[src/logic/cce_cache_pkg.sv]
// shared widths, vector types, opcode and message enums and cache geometry for the bridge
package cce_cache_pkg;

  // bus widths
  localparam int PADDR_W = 32;
  localparam int CADDR_W = 28;
  localparam int DATA_W = 64;
  localparam int BYTE_W = 8;
  localparam int MASK_W = DATA_W / BYTE_W;
  localparam int BYTE_OFF_W = $clog2(MASK_W);

  // cache geometry
  localparam int BLOCK_WORDS = 8;
  localparam int BLOCK_OFF_W = BYTE_OFF_W + $clog2(BLOCK_WORDS);
  localparam int L2_SETS = 16;
  localparam int L2_WAYS = 2;
  localparam int TAG_TOTAL = L2_SETS * L2_WAYS;
  localparam int TAG_IDX_W = $clog2(TAG_TOTAL);
  // one extra bit so the counter can reach TAG_TOTAL
  localparam int TAG_CNT_W = TAG_IDX_W + 1;

  // response header queue
  localparam int RESP_FIFO_DEPTH = 4;
  localparam int FIFO_PTR_W = $clog2(RESP_FIFO_DEPTH);
  localparam int FIFO_CNT_W = FIFO_PTR_W + 1;

  typedef logic [PADDR_W-1:0] paddr_t;
  typedef logic [CADDR_W-1:0] caddr_t;
  typedef logic [DATA_W-1:0] data_t;
  typedef logic [MASK_W-1:0] mask_t;
  typedef logic [BYTE_OFF_W-1:0] byte_off_t;
  typedef logic [TAG_CNT_W-1:0] tag_cnt_t;
  typedef logic [FIFO_PTR_W-1:0] fifo_ptr_t;
  typedef logic [FIFO_CNT_W-1:0] fifo_cnt_t;

  // byte count is 1 << size
  typedef logic [1:0] msg_size_t;

  typedef enum logic {
    READ  = 1'b0,
    WRITE = 1'b1
  } msg_type_e;

  typedef enum logic [3:0] {
    LB    = 4'h0,
    LH    = 4'h1,
    LW    = 4'h2,
    LD    = 4'h3,
    SB    = 4'h4,
    SH    = 4'h5,
    SW    = 4'h6,
    SD    = 4'h7,
    TAGST = 4'h8
  } cache_opcode_e;

  typedef struct packed {
    msg_type_e msg_type;
    msg_size_t size;
    paddr_t    addr;
  } mem_hdr_t;

endpackage

[src/logic/cache_req_if.sv]
// one cache request channel with valid/ready, shared by the tag clear and command paths
interface cache_req_if
  import cce_cache_pkg::*;
();

  cache_opcode_e opcode;
  caddr_t        addr;
  data_t         data;
  mask_t         mask;
  logic          v;
  logic          ready;

  // requester side
  modport master (
    output opcode, addr, data, mask, v,
    input  ready
  );

  // side that forwards the request to the cache
  modport slave (
    input  opcode, addr, data, mask, v,
    output ready
  );

endinterface

[src/logic/cache_tag_init.sv]
// issues one tag store per set and way after start and reports when all are acknowledged
module cache_tag_init
  import cce_cache_pkg::*;
(
  input  logic        clk_i,
  input  logic        reset_i,
  input  logic        start_i,
  input  logic        ack_i,
  cache_req_if.master tag_o,
  output logic        done_o
);

  tag_cnt_t sent_r;
  tag_cnt_t acked_r;
  logic     sent_all;
  logic     acked_all;

  assign sent_all = (sent_r == tag_cnt_t'(TAG_TOTAL));
  assign acked_all = (acked_r == tag_cnt_t'(TAG_TOTAL));

  // set and way index sits just above the block offset
  assign tag_o.opcode = TAGST;
  assign tag_o.addr = caddr_t'({sent_r[TAG_IDX_W-1:0], {BLOCK_OFF_W{1'b0}}});
  assign tag_o.data = '0;
  assign tag_o.mask = '0;
  assign tag_o.v = start_i && !sent_all;

  assign done_o = sent_all && acked_all;

  always_ff @(posedge clk_i)
  begin
    if (reset_i)
    begin
      sent_r <= '0;
      acked_r <= '0;
    end
    else
    begin
      if (tag_o.v && tag_o.ready)
      begin
        sent_r <= sent_r + 1'b1;
      end
      // each tag store comes back as one data return
      if (ack_i && !acked_all)
      begin
        acked_r <= acked_r + 1'b1;
      end
    end
  end

endmodule

[src/logic/cmd_encode.sv]
// turns a memory command header and data into a cache load or store request
module cmd_encode
  import cce_cache_pkg::*;
(
  input  mem_hdr_t    hdr_i,
  input  data_t       data_i,
  input  logic        v_i,
  cache_req_if.master req_o
);

  byte_off_t off;

  assign off = hdr_i.addr[BYTE_OFF_W-1:0];

  assign req_o.addr = hdr_i.addr[CADDR_W-1:0];
  assign req_o.v = v_i;

  // opcode by direction and size
  always_comb
  begin
    if (hdr_i.msg_type == WRITE)
    begin
      case (hdr_i.size)
        2'd0: req_o.opcode = SB;
        2'd1: req_o.opcode = SH;
        2'd2: req_o.opcode = SW;
        default: req_o.opcode = SD;
      endcase
    end
    else
    begin
      case (hdr_i.size)
        2'd0: req_o.opcode = LB;
        2'd1: req_o.opcode = LH;
        2'd2: req_o.opcode = LW;
        default: req_o.opcode = LD;
      endcase
    end
  end

  // store data repeats the low bytes so every lane holds a copy
  // mask picks the lanes at the offset, aligned down to the size
  always_comb
  begin
    case (hdr_i.size)
      2'd0:
      begin
        req_o.data = {MASK_W{data_i[BYTE_W-1:0]}};
        req_o.mask = mask_t'(1) << off;
      end
      2'd1:
      begin
        req_o.data = {(MASK_W/2){data_i[2*BYTE_W-1:0]}};
        req_o.mask = mask_t'(3) << {off[BYTE_OFF_W-1:1], 1'b0};
      end
      2'd2:
      begin
        req_o.data = {(MASK_W/4){data_i[4*BYTE_W-1:0]}};
        req_o.mask = mask_t'(15) << {off[BYTE_OFF_W-1], 2'b00};
      end
      default:
      begin
        req_o.data = data_i;
        req_o.mask = '1;
      end
    endcase
  end

endmodule

[src/logic/resp_hdr_fifo.sv]
// small circular queue holding command headers until their cache data comes back
module resp_hdr_fifo
  import cce_cache_pkg::*;
(
  input  logic     clk_i,
  input  logic     reset_i,
  input  mem_hdr_t hdr_i,
  input  logic     push_i,
  output logic     ready_o,
  output mem_hdr_t hdr_o,
  output logic     v_o,
  input  logic     pop_i
);

  mem_hdr_t  mem_r [RESP_FIFO_DEPTH];
  fifo_ptr_t wr_ptr_r;
  fifo_ptr_t rd_ptr_r;
  fifo_cnt_t cnt_r;
  logic      push_ok;
  logic      pop_ok;

  assign ready_o = (cnt_r != fifo_cnt_t'(RESP_FIFO_DEPTH));
  assign v_o = (cnt_r != '0);
  assign hdr_o = mem_r[rd_ptr_r];

  assign push_ok = push_i && ready_o;
  assign pop_ok = pop_i && v_o;

  always_ff @(posedge clk_i)
  begin
    if (push_ok)
    begin
      mem_r[wr_ptr_r] <= hdr_i;
    end
  end

  // pointers wrap naturally at the power of two depth
  always_ff @(posedge clk_i)
  begin
    if (reset_i)
    begin
      wr_ptr_r <= '0;
      rd_ptr_r <= '0;
      cnt_r <= '0;
    end
    else
    begin
      if (push_ok)
        wr_ptr_r <= wr_ptr_r + 1'b1;
      if (pop_ok)
        rd_ptr_r <= rd_ptr_r + 1'b1;
      if (push_ok && !pop_ok)
        cnt_r <= cnt_r + 1'b1;
      else if (pop_ok && !push_ok)
        cnt_r <= cnt_r - 1'b1;
    end
  end

endmodule

[src/logic/resp_pack.sv]
// packs cache return data into the response word by repeating the low size bytes
module resp_pack
  import cce_cache_pkg::*;
(
  input  data_t     data_i,
  input  msg_size_t size_i,
  output data_t     data_o
);

  byte_off_t lane_mask;

  // lanes at or above the access size fold back onto the low bytes
  assign lane_mask = byte_off_t'((1 << size_i) - 1);

  always_comb
  begin
    for (int i = 0; i < MASK_W; i++)
    begin
      byte_off_t src;
      src = byte_off_t'(i) & lane_mask;
      data_o[i*BYTE_W +: BYTE_W] = data_i[src*BYTE_W +: BYTE_W];
    end
  end

endmodule

[src/logic/cache_cmd_ctrl.sv]
// bridge FSM: clears tags after reset, then forwards commands to the cache port
module cache_cmd_ctrl
  import cce_cache_pkg::*;
(
  input  logic          clk_i,
  input  logic          reset_i,
  cache_req_if.slave    tag_i,
  cache_req_if.slave    cmd_i,
  input  logic          tag_done_i,
  output logic          tag_start_o,
  output logic          ack_o,
  input  logic          fifo_ready_i,
  output logic          push_o,
  output cache_opcode_e cache_opcode_o,
  output caddr_t        cache_addr_o,
  output data_t         cache_data_o,
  output mask_t         cache_mask_o,
  output logic          cache_v_o,
  input  logic          cache_ready_i,
  input  logic          cache_v_i,
  input  logic          resp_fire_i,
  output logic          cache_yumi_o
);

  typedef enum logic [1:0] {
    RESET,
    CLEAR_TAG,
    READY
  } ctrl_state_e;

  ctrl_state_e state_r;
  ctrl_state_e state_n;

  assign tag_start_o = (state_r == CLEAR_TAG);

  always_comb
  begin
    state_n = state_r;
    cache_opcode_o = cmd_i.opcode;
    cache_addr_o = cmd_i.addr;
    cache_data_o = cmd_i.data;
    cache_mask_o = cmd_i.mask;
    cache_v_o = 1'b0;
    tag_i.ready = 1'b0;
    cmd_i.ready = 1'b0;
    push_o = 1'b0;
    ack_o = 1'b0;
    cache_yumi_o = 1'b0;

    case (state_r)
      RESET:
      begin
        state_n = CLEAR_TAG;
      end
      CLEAR_TAG:
      begin
        cache_opcode_o = tag_i.opcode;
        cache_addr_o = tag_i.addr;
        cache_data_o = tag_i.data;
        cache_mask_o = tag_i.mask;
        cache_v_o = tag_i.v;
        tag_i.ready = cache_ready_i;
        // tag store returns carry no payload, take them all
        ack_o = cache_v_i;
        cache_yumi_o = cache_v_i;
        if (tag_done_i)
          state_n = READY;
      end
      READY:
      begin
        // hold off commands when no header slot is free
        cache_v_o = cmd_i.v && fifo_ready_i;
        cmd_i.ready = cache_ready_i && fifo_ready_i;
        push_o = cache_v_o && cache_ready_i;
        cache_yumi_o = resp_fire_i;
      end
      default:
      begin
        state_n = RESET;
      end
    endcase
  end

  always_ff @(posedge clk_i)
  begin
    if (reset_i)
      state_r <= RESET;
    else
      state_r <= state_n;
  end

endmodule

[src/logic/cce_to_cache.sv]
// top of the memory command to cache bridge, connects the tag clear, encode and response units
module cce_to_cache
  import cce_cache_pkg::*;
(
  input  logic          clk_i,
  input  logic          reset_i,

  // memory command
  input  msg_type_e     mem_cmd_type_i,
  input  msg_size_t     mem_cmd_size_i,
  input  paddr_t        mem_cmd_addr_i,
  input  data_t         mem_cmd_data_i,
  input  logic          mem_cmd_v_i,
  output logic          mem_cmd_ready_o,

  // cache packet
  output cache_opcode_e cache_opcode_o,
  output caddr_t        cache_addr_o,
  output data_t         cache_data_o,
  output mask_t         cache_mask_o,
  output logic          cache_v_o,
  input  logic          cache_ready_i,

  // cache data return
  input  data_t         cache_data_i,
  input  logic          cache_v_i,
  output logic          cache_yumi_o,

  // memory response
  output msg_type_e     mem_resp_type_o,
  output msg_size_t     mem_resp_size_o,
  output paddr_t        mem_resp_addr_o,
  output data_t         mem_resp_data_o,
  output logic          mem_resp_v_o,
  input  logic          mem_resp_ready_i
);

  mem_hdr_t cmd_hdr;
  mem_hdr_t resp_hdr;
  logic     resp_hdr_v;
  logic     resp_fire;
  logic     fifo_ready;
  logic     fifo_push;
  logic     tag_start;
  logic     tag_ack;
  logic     tag_done;

  cache_req_if tag_req ();
  cache_req_if cmd_req ();

  assign cmd_hdr = '{msg_type: mem_cmd_type_i, size: mem_cmd_size_i, addr: mem_cmd_addr_i};
  assign mem_cmd_ready_o = cmd_req.ready;

  // response only when a header waits and the cache has data
  assign mem_resp_v_o = resp_hdr_v && cache_v_i;
  assign resp_fire = mem_resp_v_o && mem_resp_ready_i;
  assign mem_resp_type_o = resp_hdr.msg_type;
  assign mem_resp_size_o = resp_hdr.size;
  assign mem_resp_addr_o = resp_hdr.addr;

  cache_tag_init tag_init (
    .clk_i   (clk_i),
    .reset_i (reset_i),
    .start_i (tag_start),
    .ack_i   (tag_ack),
    .tag_o   (tag_req),
    .done_o  (tag_done)
  );

  cmd_encode encode (
    .hdr_i  (cmd_hdr),
    .data_i (mem_cmd_data_i),
    .v_i    (mem_cmd_v_i),
    .req_o  (cmd_req)
  );

  cache_cmd_ctrl ctrl (
    .clk_i          (clk_i),
    .reset_i        (reset_i),
    .tag_i          (tag_req),
    .cmd_i          (cmd_req),
    .tag_done_i     (tag_done),
    .tag_start_o    (tag_start),
    .ack_o          (tag_ack),
    .fifo_ready_i   (fifo_ready),
    .push_o         (fifo_push),
    .cache_opcode_o (cache_opcode_o),
    .cache_addr_o   (cache_addr_o),
    .cache_data_o   (cache_data_o),
    .cache_mask_o   (cache_mask_o),
    .cache_v_o      (cache_v_o),
    .cache_ready_i  (cache_ready_i),
    .cache_v_i      (cache_v_i),
    .resp_fire_i    (resp_fire),
    .cache_yumi_o   (cache_yumi_o)
  );

  resp_hdr_fifo hdr_fifo (
    .clk_i   (clk_i),
    .reset_i (reset_i),
    .hdr_i   (cmd_hdr),
    .push_i  (fifo_push),
    .ready_o (fifo_ready),
    .hdr_o   (resp_hdr),
    .v_o     (resp_hdr_v),
    .pop_i   (resp_fire)
  );

  resp_pack pack (
    .data_i (cache_data_i),
    .size_i (resp_hdr.size),
    .data_o (mem_resp_data_o)
  );

endmodule

[config.mk]
export PLATFORM = sky130hd
export DESIGN_NAME = cce_to_cache
export DESIGN_NICKNAME = d
export VERILOG_FILES = /design/src/logic/cce_cache_pkg.sv /design/src/logic/cache_req_if.sv /design/src/logic/cache_tag_init.sv /design/src/logic/cmd_encode.sv /design/src/logic/resp_hdr_fifo.sv /design/src/logic/resp_pack.sv /design/src/logic/cache_cmd_ctrl.sv /design/src/logic/cce_to_cache.sv
export SDC_FILE = /design/constraint.sdc
export NUM_CORES = 1
export LEC_CHECK = 0
export BUFFER_PORTS_ARGS = -buffer_cell sky130_fd_sc_hd__buf_2
export CELL_PAD_IN_SITES_DETAIL_PLACEMENT = 1
export CELL_PAD_IN_SITES_GLOBAL_PLACEMENT = 1
export CORE_UTILIZATION = 35
export DETAILED_ROUTE_END_ITERATION = 16
export GPL_TIMING_DRIVEN = 0
export PLACE_DENSITY_LB_ADDON = 0.1
export SKIP_LAST_GASP = 1
export SLEW_MARGIN = 0
export SYNTH_ARGS = -nofsm -noshare
export SYNTH_HDL_FRONTEND = slang
export SYNTH_HIERARCHICAL = 1
export SYNTH_SLANG_ARGS = --single-unit
export TNS_END_PERCENT = 100
[constraint.sdc]
create_clock -name clk_i -period 2.57 [get_ports clk_i]
set_input_delay 0.1285 -clock clk_i [delete_from_list [all_inputs] [get_ports clk_i]]
set_output_delay 0.1285 -clock clk_i [all_outputs]
set_load 0.005 [all_outputs]
* After elaboration in Yosys (flattened, before gate mapping)
Memories as Yosys holds them, arrays and structs flattened. A register that Yosys moved wholly into a read port is not among the register bits.
Cells that the tools add are included.
Widths: inputs -> output; s select.
** Operators by class
- Reduce and logical (&&, ||, !) cells :: 22
- Eq/ne operators :: 8
- Mux-type cells :: 23
- Bitwise operators :: 1
- Shifts and indexed selects :: 11
- $add $sub $neg :: 7
** Operators by type and width (number)
- $shiftx 64x7->8 :: 4
- $pmux 64 s3 :: 1
- $shiftx 64x6->8 :: 2
- $mux 64 :: 1
- $shiftx 64x5->8 :: 1
- $mux 28 :: 1
- $pmux 8 s3 :: 1
- $pmux 2 s3 :: 3
- $logic_and 1x1->1 :: 13
- $add 6x1->6 const B :: 2
- $eq 6x6->1 const B :: 2
- $mux 4 :: 2
- $mux 8 :: 1
- $shl 1x3->8 const A :: 1
- $shl 2x3->8 const A :: 1
- $shl 4x3->8 const A :: 1
- $mux 1 :: 6
- $mux 2 :: 3
- $mux 3 :: 2
- $add 2x1->2 const B :: 2
- $eq 2x1->1 const B :: 2
- $eq 2x2->1 const B :: 2
- $logic_not 1->1 :: 4
- $logic_not 2->1 :: 2
- 11 further kinds :: 12
** Storage, ports and cells
- Memory bits (writable) :: 140
- Output and inout bits :: 207
- Input bits :: 169
- Memories :: 1
- Register bits :: 21
** Memory list
- hdr_fifo.mem_r :: words 4, bits a word 35, read ports 1, clocked after memory_dff 1, write ports 1, line resp_hdr_fifo.sv:15 : mem_hdr_t mem_r [RESP_FIFO_DEPTH];

* Depth between registers and ports, before layout
- Word-level depth :: 9
- Mapped depth :: 11

* By module
Netlist, hierarchy kept.
** Modules (own cells, without submodules)
- resp_hdr_fifo :: area an instance 5567.8 um2, times used 1, cells an instance 231
- cache_cmd_ctrl :: area an instance 1632.8 um2, times used 1, cells an instance 141
- cache_tag_init :: area an instance 1495.2 um2, times used 1, cells an instance 190
- cmd_encode :: area an instance 1358.8 um2, times used 1, cells an instance 188
- resp_pack :: area an instance 1107.3 um2, times used 1, cells an instance 124
- cce_to_cache :: area an instance 12.5 um2, times used 1, cells an instance 2

* Worst setup path before layout
Ideal clock, no wire load.
- Path type :: flip-flop to flip-flop
- Start :: register ctrl.state_r[0]
- End :: memory hdr_fifo/mem_r[2][0] (netlist bit), enable pin
- Clock period less this slack :: 2.438 ns
- Buffers on the path :: 0
- Arrival :: 2.042 ns
- Stages on the path, launching flop included :: 7
- Setup slack :: 0.132 ns
- Cells stage by stage :: dfxtp_1 -> inv_1 -> ha_1 -> and3_1 -> and2_1 -> a21boi_2 -> and2_1
** On the way
- Word-level cells in the longest chain between the ends :: 5
** Ends and longest elaborated chain
- from (decl) :: line cache_cmd_ctrl.sv:31 : ctrl_state_e state_r;
- from (signal assigned) :: line cache_cmd_ctrl.sv:89 : state_r <= state_n;
- $eq 2x2->1 :: line cache_cmd_ctrl.sv:50 : case (state_r)
- $mux 1 :: line cache_cmd_ctrl.sv:50
- net fifo_push :: line cce_to_cache.sv:43 : logic fifo_push;
- $logic_and 1x1->1 :: line resp_hdr_fifo.sv:26 : assign push_ok = push_i && ready_o;
- net hdr_fifo.push_ok :: line resp_hdr_fifo.sv:19 : logic push_ok;
- $mux 1 :: line resp_hdr_fifo.sv:31 : if (push_ok)
- $mux 1 (not written as such) :: line resp_hdr_fifo.sv:33 : mem_r[wr_ptr_r] <= hdr_i;
- to (decl) :: line resp_hdr_fifo.sv:15
The timed path passes the listed nets, and every way through them passes these cells.

* Final worst setup path
- Start :: register hdr_fifo.cnt_r[2]
- End :: register hdr_fifo.cnt_r[2]
** RTL lines
- from (decl) :: line resp_hdr_fifo.sv:18 : fifo_cnt_t cnt_r;
- from (signal assigned) :: line resp_hdr_fifo.sv:53 : cnt_r <= cnt_r + 1'b1;
- from (signal assigned) :: line resp_hdr_fifo.sv:55 : cnt_r <= cnt_r - 1'b1;
- $reduce_bool 3->1 (*) :: line resp_hdr_fifo.sv:23 : assign v_o = (cnt_r != '0);
- net resp_hdr_v :: line cce_to_cache.sv:40 : logic resp_hdr_v;
- $logic_and 1x1->1 (*) :: line cce_to_cache.sv:55 : assign mem_resp_v_o = resp_hdr_v && cache_v_i;
- $logic_and 1x1->1 (*) :: line cce_to_cache.sv:56 : assign resp_fire = mem_resp_v_o && mem_resp_ready_i;
- net resp_fire :: line cce_to_cache.sv:41 : logic resp_fire;
- $logic_and 1x1->1 (*) :: line resp_hdr_fifo.sv:27 : assign pop_ok = pop_i && v_o;
- $logic_not 1->1 :: line resp_hdr_fifo.sv:52 : if (push_ok && !pop_ok)
- $logic_and 1x1->1 :: line resp_hdr_fifo.sv:52
- $mux 3 / $reduce_bool 2->1 (equally long branches)
Mark *: on every way through the listed nets, which the timed path passes. The rest lies on a longest branch. The select of a mux whose other input is x is not followed.
A chain may end at the register's enable or synchronous reset.

==> results list <==
- Status: complete, no violations
* Worst setup EP type: flop
- The analysis attributes to cell leakage a power of between 6 and 7 nW.
- For this block, the via count after detailed routing is about 8.3k.
* Total of flip-flops plus latches after synthesis: ~160
- EDFF count, synth: 140
- The placed instances occupy a cell area of 14000 um2.
- For this design, the sink count on the clock tree is ~160.
* Met1 wire length: about 14000 um
- By area the synthesized netlist is led by sky130_fd_sc_hd__edfxtp_1 38%, sky130_fd_sc_hd__mux2_2 12%, sky130_fd_sc_hd__buf_4 11%.
* Syn_area_per_cell: between 10 and 15 um2
- # nets final: 1594
- In the synthesized netlist the dominant register cell turns out to be sky130_fd_sc_hd__edfxtp_1.
- The final count of hold timing violations was 0.
* Root Buffer Master: sky130_fd_sc_hd__clkbuf_16
- Data on the critical path is required at its endpoint by a little under 3 ns.
* Clock buffers created by TritonCTS: 17
- Synthesis warning total: 6
- For this run the aggregate overflow at the end of global routing stands at 0.
- Number of global-route vias before repair: 8804
- After detailed placement, the design holds a cell count of about 1.8k.
- Actual slew at the worst max-slew pin: 0.686 ns
- The initial antenna violation count is 3.
- DRT iter0 DRCs: between 200 and 300
- On the final layout, the worst clock skew is about 0.0078 ns.
- Of all cell types, the one taking the most synthesized area is sky130_fd_sc_hd__edfxtp_1.
* Slack of the critical path: about 0.030 ns
- Vias/cell: around 4.6
- Util after Layout: ~48%
- Maximum capacitance violations: 0
- Of the post-synthesis cell area, the dominant cell type holds a little under two fifths.
* Count of H-tree levels built during CTS: 4
- Worst VDD drop: approximately 0.48 mV
- Commonest cells in the synthesized netlist: 157 x sky130_fd_sc_hd__buf_4, 140 x sky130_fd_sc_hd__edfxtp_1, 115 x sky130_fd_sc_hd__mux2_2
- Path type of the worst min-delay path: primary input to flop
- Summed over all nets, the half-perimeter wirelength after detailed placement is 24800 um.
- Total wirelength of the detailed-routed design: 32500 um
- The critical path is of the flop to flop type.
* DR WL/cell: roughly 18 um
- The finished layout holds 1826 standard cells, fillers aside.
* Clock tree from TritonCTS: yes
- In this run the tool buffered the top-level ports with ~370 buffer cells.
- The synthesized netlist occupies a cell area of between 10000 and 15000 um2.
- Minimum period implied by the final worst setup slack: roughly 2.5 ns
- Floorplan row count: between 60 and 70
- Entering global routing, the biggest net connects 32 pins.
- Clock input transition at the sequential cells of the worst setup and hold paths: ~0.06 ns
* Share of layout cells above drive strength 1: 57.7%
- The first global-routing pass estimated just under 50000 um of wire.
- Power density normalized to cell area: between 500 and 600 nW/um2
* Vert. Die Dim: ~180 um
* Number of primary I/O pins: between 300 and 400
* Share of synthesized flip-flops with an asynchronous set or reset: 0%
- Maximum clock frequency: about 390 MHz
* Die footprint: 32600 um2
- Remaining DRCs: 0
* Fin. max-slew vios: 0
- Category of the worst setup path launch point: flop
- Final setup vio count: 0
* Library cell with the highest instance count after synthesis: sky130_fd_sc_hd__buf_4
- Initial standard-cell utilization of the core: between 30% and 40%
- Die Wd: 181 um
- In this run the top signal layer used is met5.
* Overall track demand over capacity in global routing: 19.8%
- First-pass detailed-route iteration total: 4
- Max-slew headroom at the worst pin: between 50 and 60%
- Routability-driven placement finished with a final weighted congestion of between 0.7 and 0.8.
* Fin area: 15100 um2
* Setup repair after global routing missed its margin: true
* Relative area change from synthesis to final layout: 34.9%
- Met2 routed WL: about 17000 um
- In the synthesized netlist, the number of instances is 876.
- Post-route fraction of the period consumed by the critical path: between 90% and 100%
* Count of cell types in the netlist: between 50 and 60
* Crit path arrival time: 2.89 ns
- Summed over all nets, wire length on met3 after detailed routing comes to ~1800 um.
- The clock reaches the later pin of the worst-skew pair after between 0.4 and 0.5 ns.
- Number of nets with antenna violations after routing: 0
- The share of the Yosys chip area taken by registers is a little over two fifths.
- The floorplan step defined a core boundary enclosing between 30000 and 40000 um2.
- Timing analysis after detailed placement gives a worst setup slack of -0.148 ns.
- Clk buf depth: 2
- Critical-path maximum fanout: 7
[state kept, by name, summed over array words and instances, names as in the netlist, named ones only]
register,cells
ctrl/state_r,2
hdr_fifo/rd_ptr_r,2
tag_init/acked_r,6
hdr_fifo/wr_ptr_r,2
hdr_fifo/cnt_r,3
tag_init/sent_r,6
hdr_fifo/mem_r,140
[through the flow]
| step | total power [mW] | TNS, ns | hold WS, ns |
|---|---|---|---|
| 3_5_place_dp | 5.00 | -0.148 | 0.352 |
| 5_1_grt | 8.02 | -0.116 | 0.0290 |
| 6_report | 7.67 | 0 | 0.0447 |
| 2_1_floorplan | 4.19 | 0 | 0.198 |
| 4_1_cts | 7.76 | 0 | 0.00552 |
| 3_3_place_gp | 4.98 | -113.93 | 0.343 |
[kinds of logic (layout without fill, tap and decap cells)]
kind of cell	after synthesis	in the layout	share of synthesized area, %
AOI/OAI and AO/OA	83	83	4.49
xor gates and xnor gates	6	6	0.470
adders and majority gates	15	15	1.75
buffers and inverters	228	678	14.8
DFF	163	163	41.7
muxes	271	271	31.4
other	3	101	0.101
and+or+nand+nor	107	107	5.27
[layer usage]
metal	vias up	GRT usage, %
li1	4050	-
met1	4026	23.7
met2	232	36.2
met3	20	5.48
met4	4	2.46
met5	-	0
[path summary, 6_finish.rpt]
kind                                    start                          endpoint  slack (ns)  depth (start not counted)
max            hdr_fifo/cnt_r[2]$_SDFFE_PP0P_    hdr_fifo/cnt_r[2]$_SDFFE_PP0P_        0.03                          9
min                         mem_cmd_addr_i[1]    hdr_fifo/mem_r[0][1]$_DFFE_PP_        0.04                          1
max reg2reg    hdr_fifo/cnt_r[2]$_SDFFE_PP0P_    hdr_fifo/cnt_r[2]$_SDFFE_PP0P_        0.03                          9
min reg2reg  tag_init/acked_r[5]$_SDFFE_PP0P_  tag_init/acked_r[5]$_SDFFE_PP0P_        0.50                          2
[critical path, stage by stage (launching register included)]
cell	delay [ns]
sky130_fd_sc_hd__dfxtp_1	0.39
sky130_fd_sc_hd__or3_4	0.37
sky130_fd_sc_hd__and3_2	0.25
sky130_fd_sc_hd__o31ai_1	0.12
sky130_fd_sc_hd__ha_2	0.27
sky130_fd_sc_hd__inv_1	0.05
sky130_fd_sc_hd__fa_1	0.37
sky130_fd_sc_hd__xor2_1	0.16
sky130_fd_sc_hd__or3_1	0.32
sky130_fd_sc_hd__a21oi_1	0.16
[report_power, final]
group	internal, mW	total (mW)	switching (mW)	leakage, nW
registers	2.87	2.89	0.0150	1.44
logic	1.17	2.08	0.913	5.07
clock network	1.57	2.70	1.13	0.304
[cell type report]
type	count	area [um2]
antenna	1	2.50
buffer	197	1550
clock buffer	18	429
clock inverter	14	191
fill	3469	16400
inverter	30	113
multi-input combinational	582	5260
sequential	163	4670
tap	402	503
timing repair buffer	419	2370
[cells in the final DEF, fill, tap and decap left out, types with 3 or more instances in the layout]
master	count
sky130_fd_sc_hd__conb_1	100
sky130_fd_sc_hd__bufinv_16	3
sky130_fd_sc_hd__ha_2	3
sky130_fd_sc_hd__mux4_1	4
sky130_fd_sc_hd__ha_1	11
sky130_fd_sc_hd__mux2_4	42
sky130_fd_sc_hd__or3_1	5
sky130_fd_sc_hd__a211oi_1	5
sky130_fd_sc_hd__dfxtp_2	3
sky130_fd_sc_hd__and2_2	4
sky130_fd_sc_hd__nor3b_1	3
sky130_fd_sc_hd__nor2_1	36
sky130_fd_sc_hd__inv_6	4
sky130_fd_sc_hd__nand4_1	6
sky130_fd_sc_hd__nand2b_1	7
sky130_fd_sc_hd__dfxtp_1	20
sky130_fd_sc_hd__inv_1	29
sky130_fd_sc_hd__nor2b_1	11
sky130_fd_sc_hd__mux2i_1	83
sky130_fd_sc_hd__clkbuf_1	4
sky130_fd_sc_hd__dlygate4sd3_1	34
sky130_fd_sc_hd__buf_2	387
sky130_fd_sc_hd__mux2_2	111
sky130_fd_sc_hd__a21oi_1	56
sky130_fd_sc_hd__inv_8	4
sky130_fd_sc_hd__buf_6	20
sky130_fd_sc_hd__edfxtp_1	140
sky130_fd_sc_hd__buf_12	6
sky130_fd_sc_hd__a211oi_2	3
sky130_fd_sc_hd__o21ai_0	6
sky130_fd_sc_hd__xor2_1	6
sky130_fd_sc_hd__mux4_2	31
sky130_fd_sc_hd__clkbuf_16	17
sky130_fd_sc_hd__nand3_1	3
sky130_fd_sc_hd__nand2_1	11
sky130_fd_sc_hd__buf_4	161
sky130_fd_sc_hd__a32oi_1	3
sky130_fd_sc_hd__and2_1	6
[timing repair]
action	in CTS	in global routing
endpoints found under the setup margin	59	35
resized for setup	10	14
pin swaps	2	2
endpoints found under the hold margin	129	2
setup buffers	6	1
hold buffers	33	1
No activity file was read; power rests on OpenSTA's default activity.
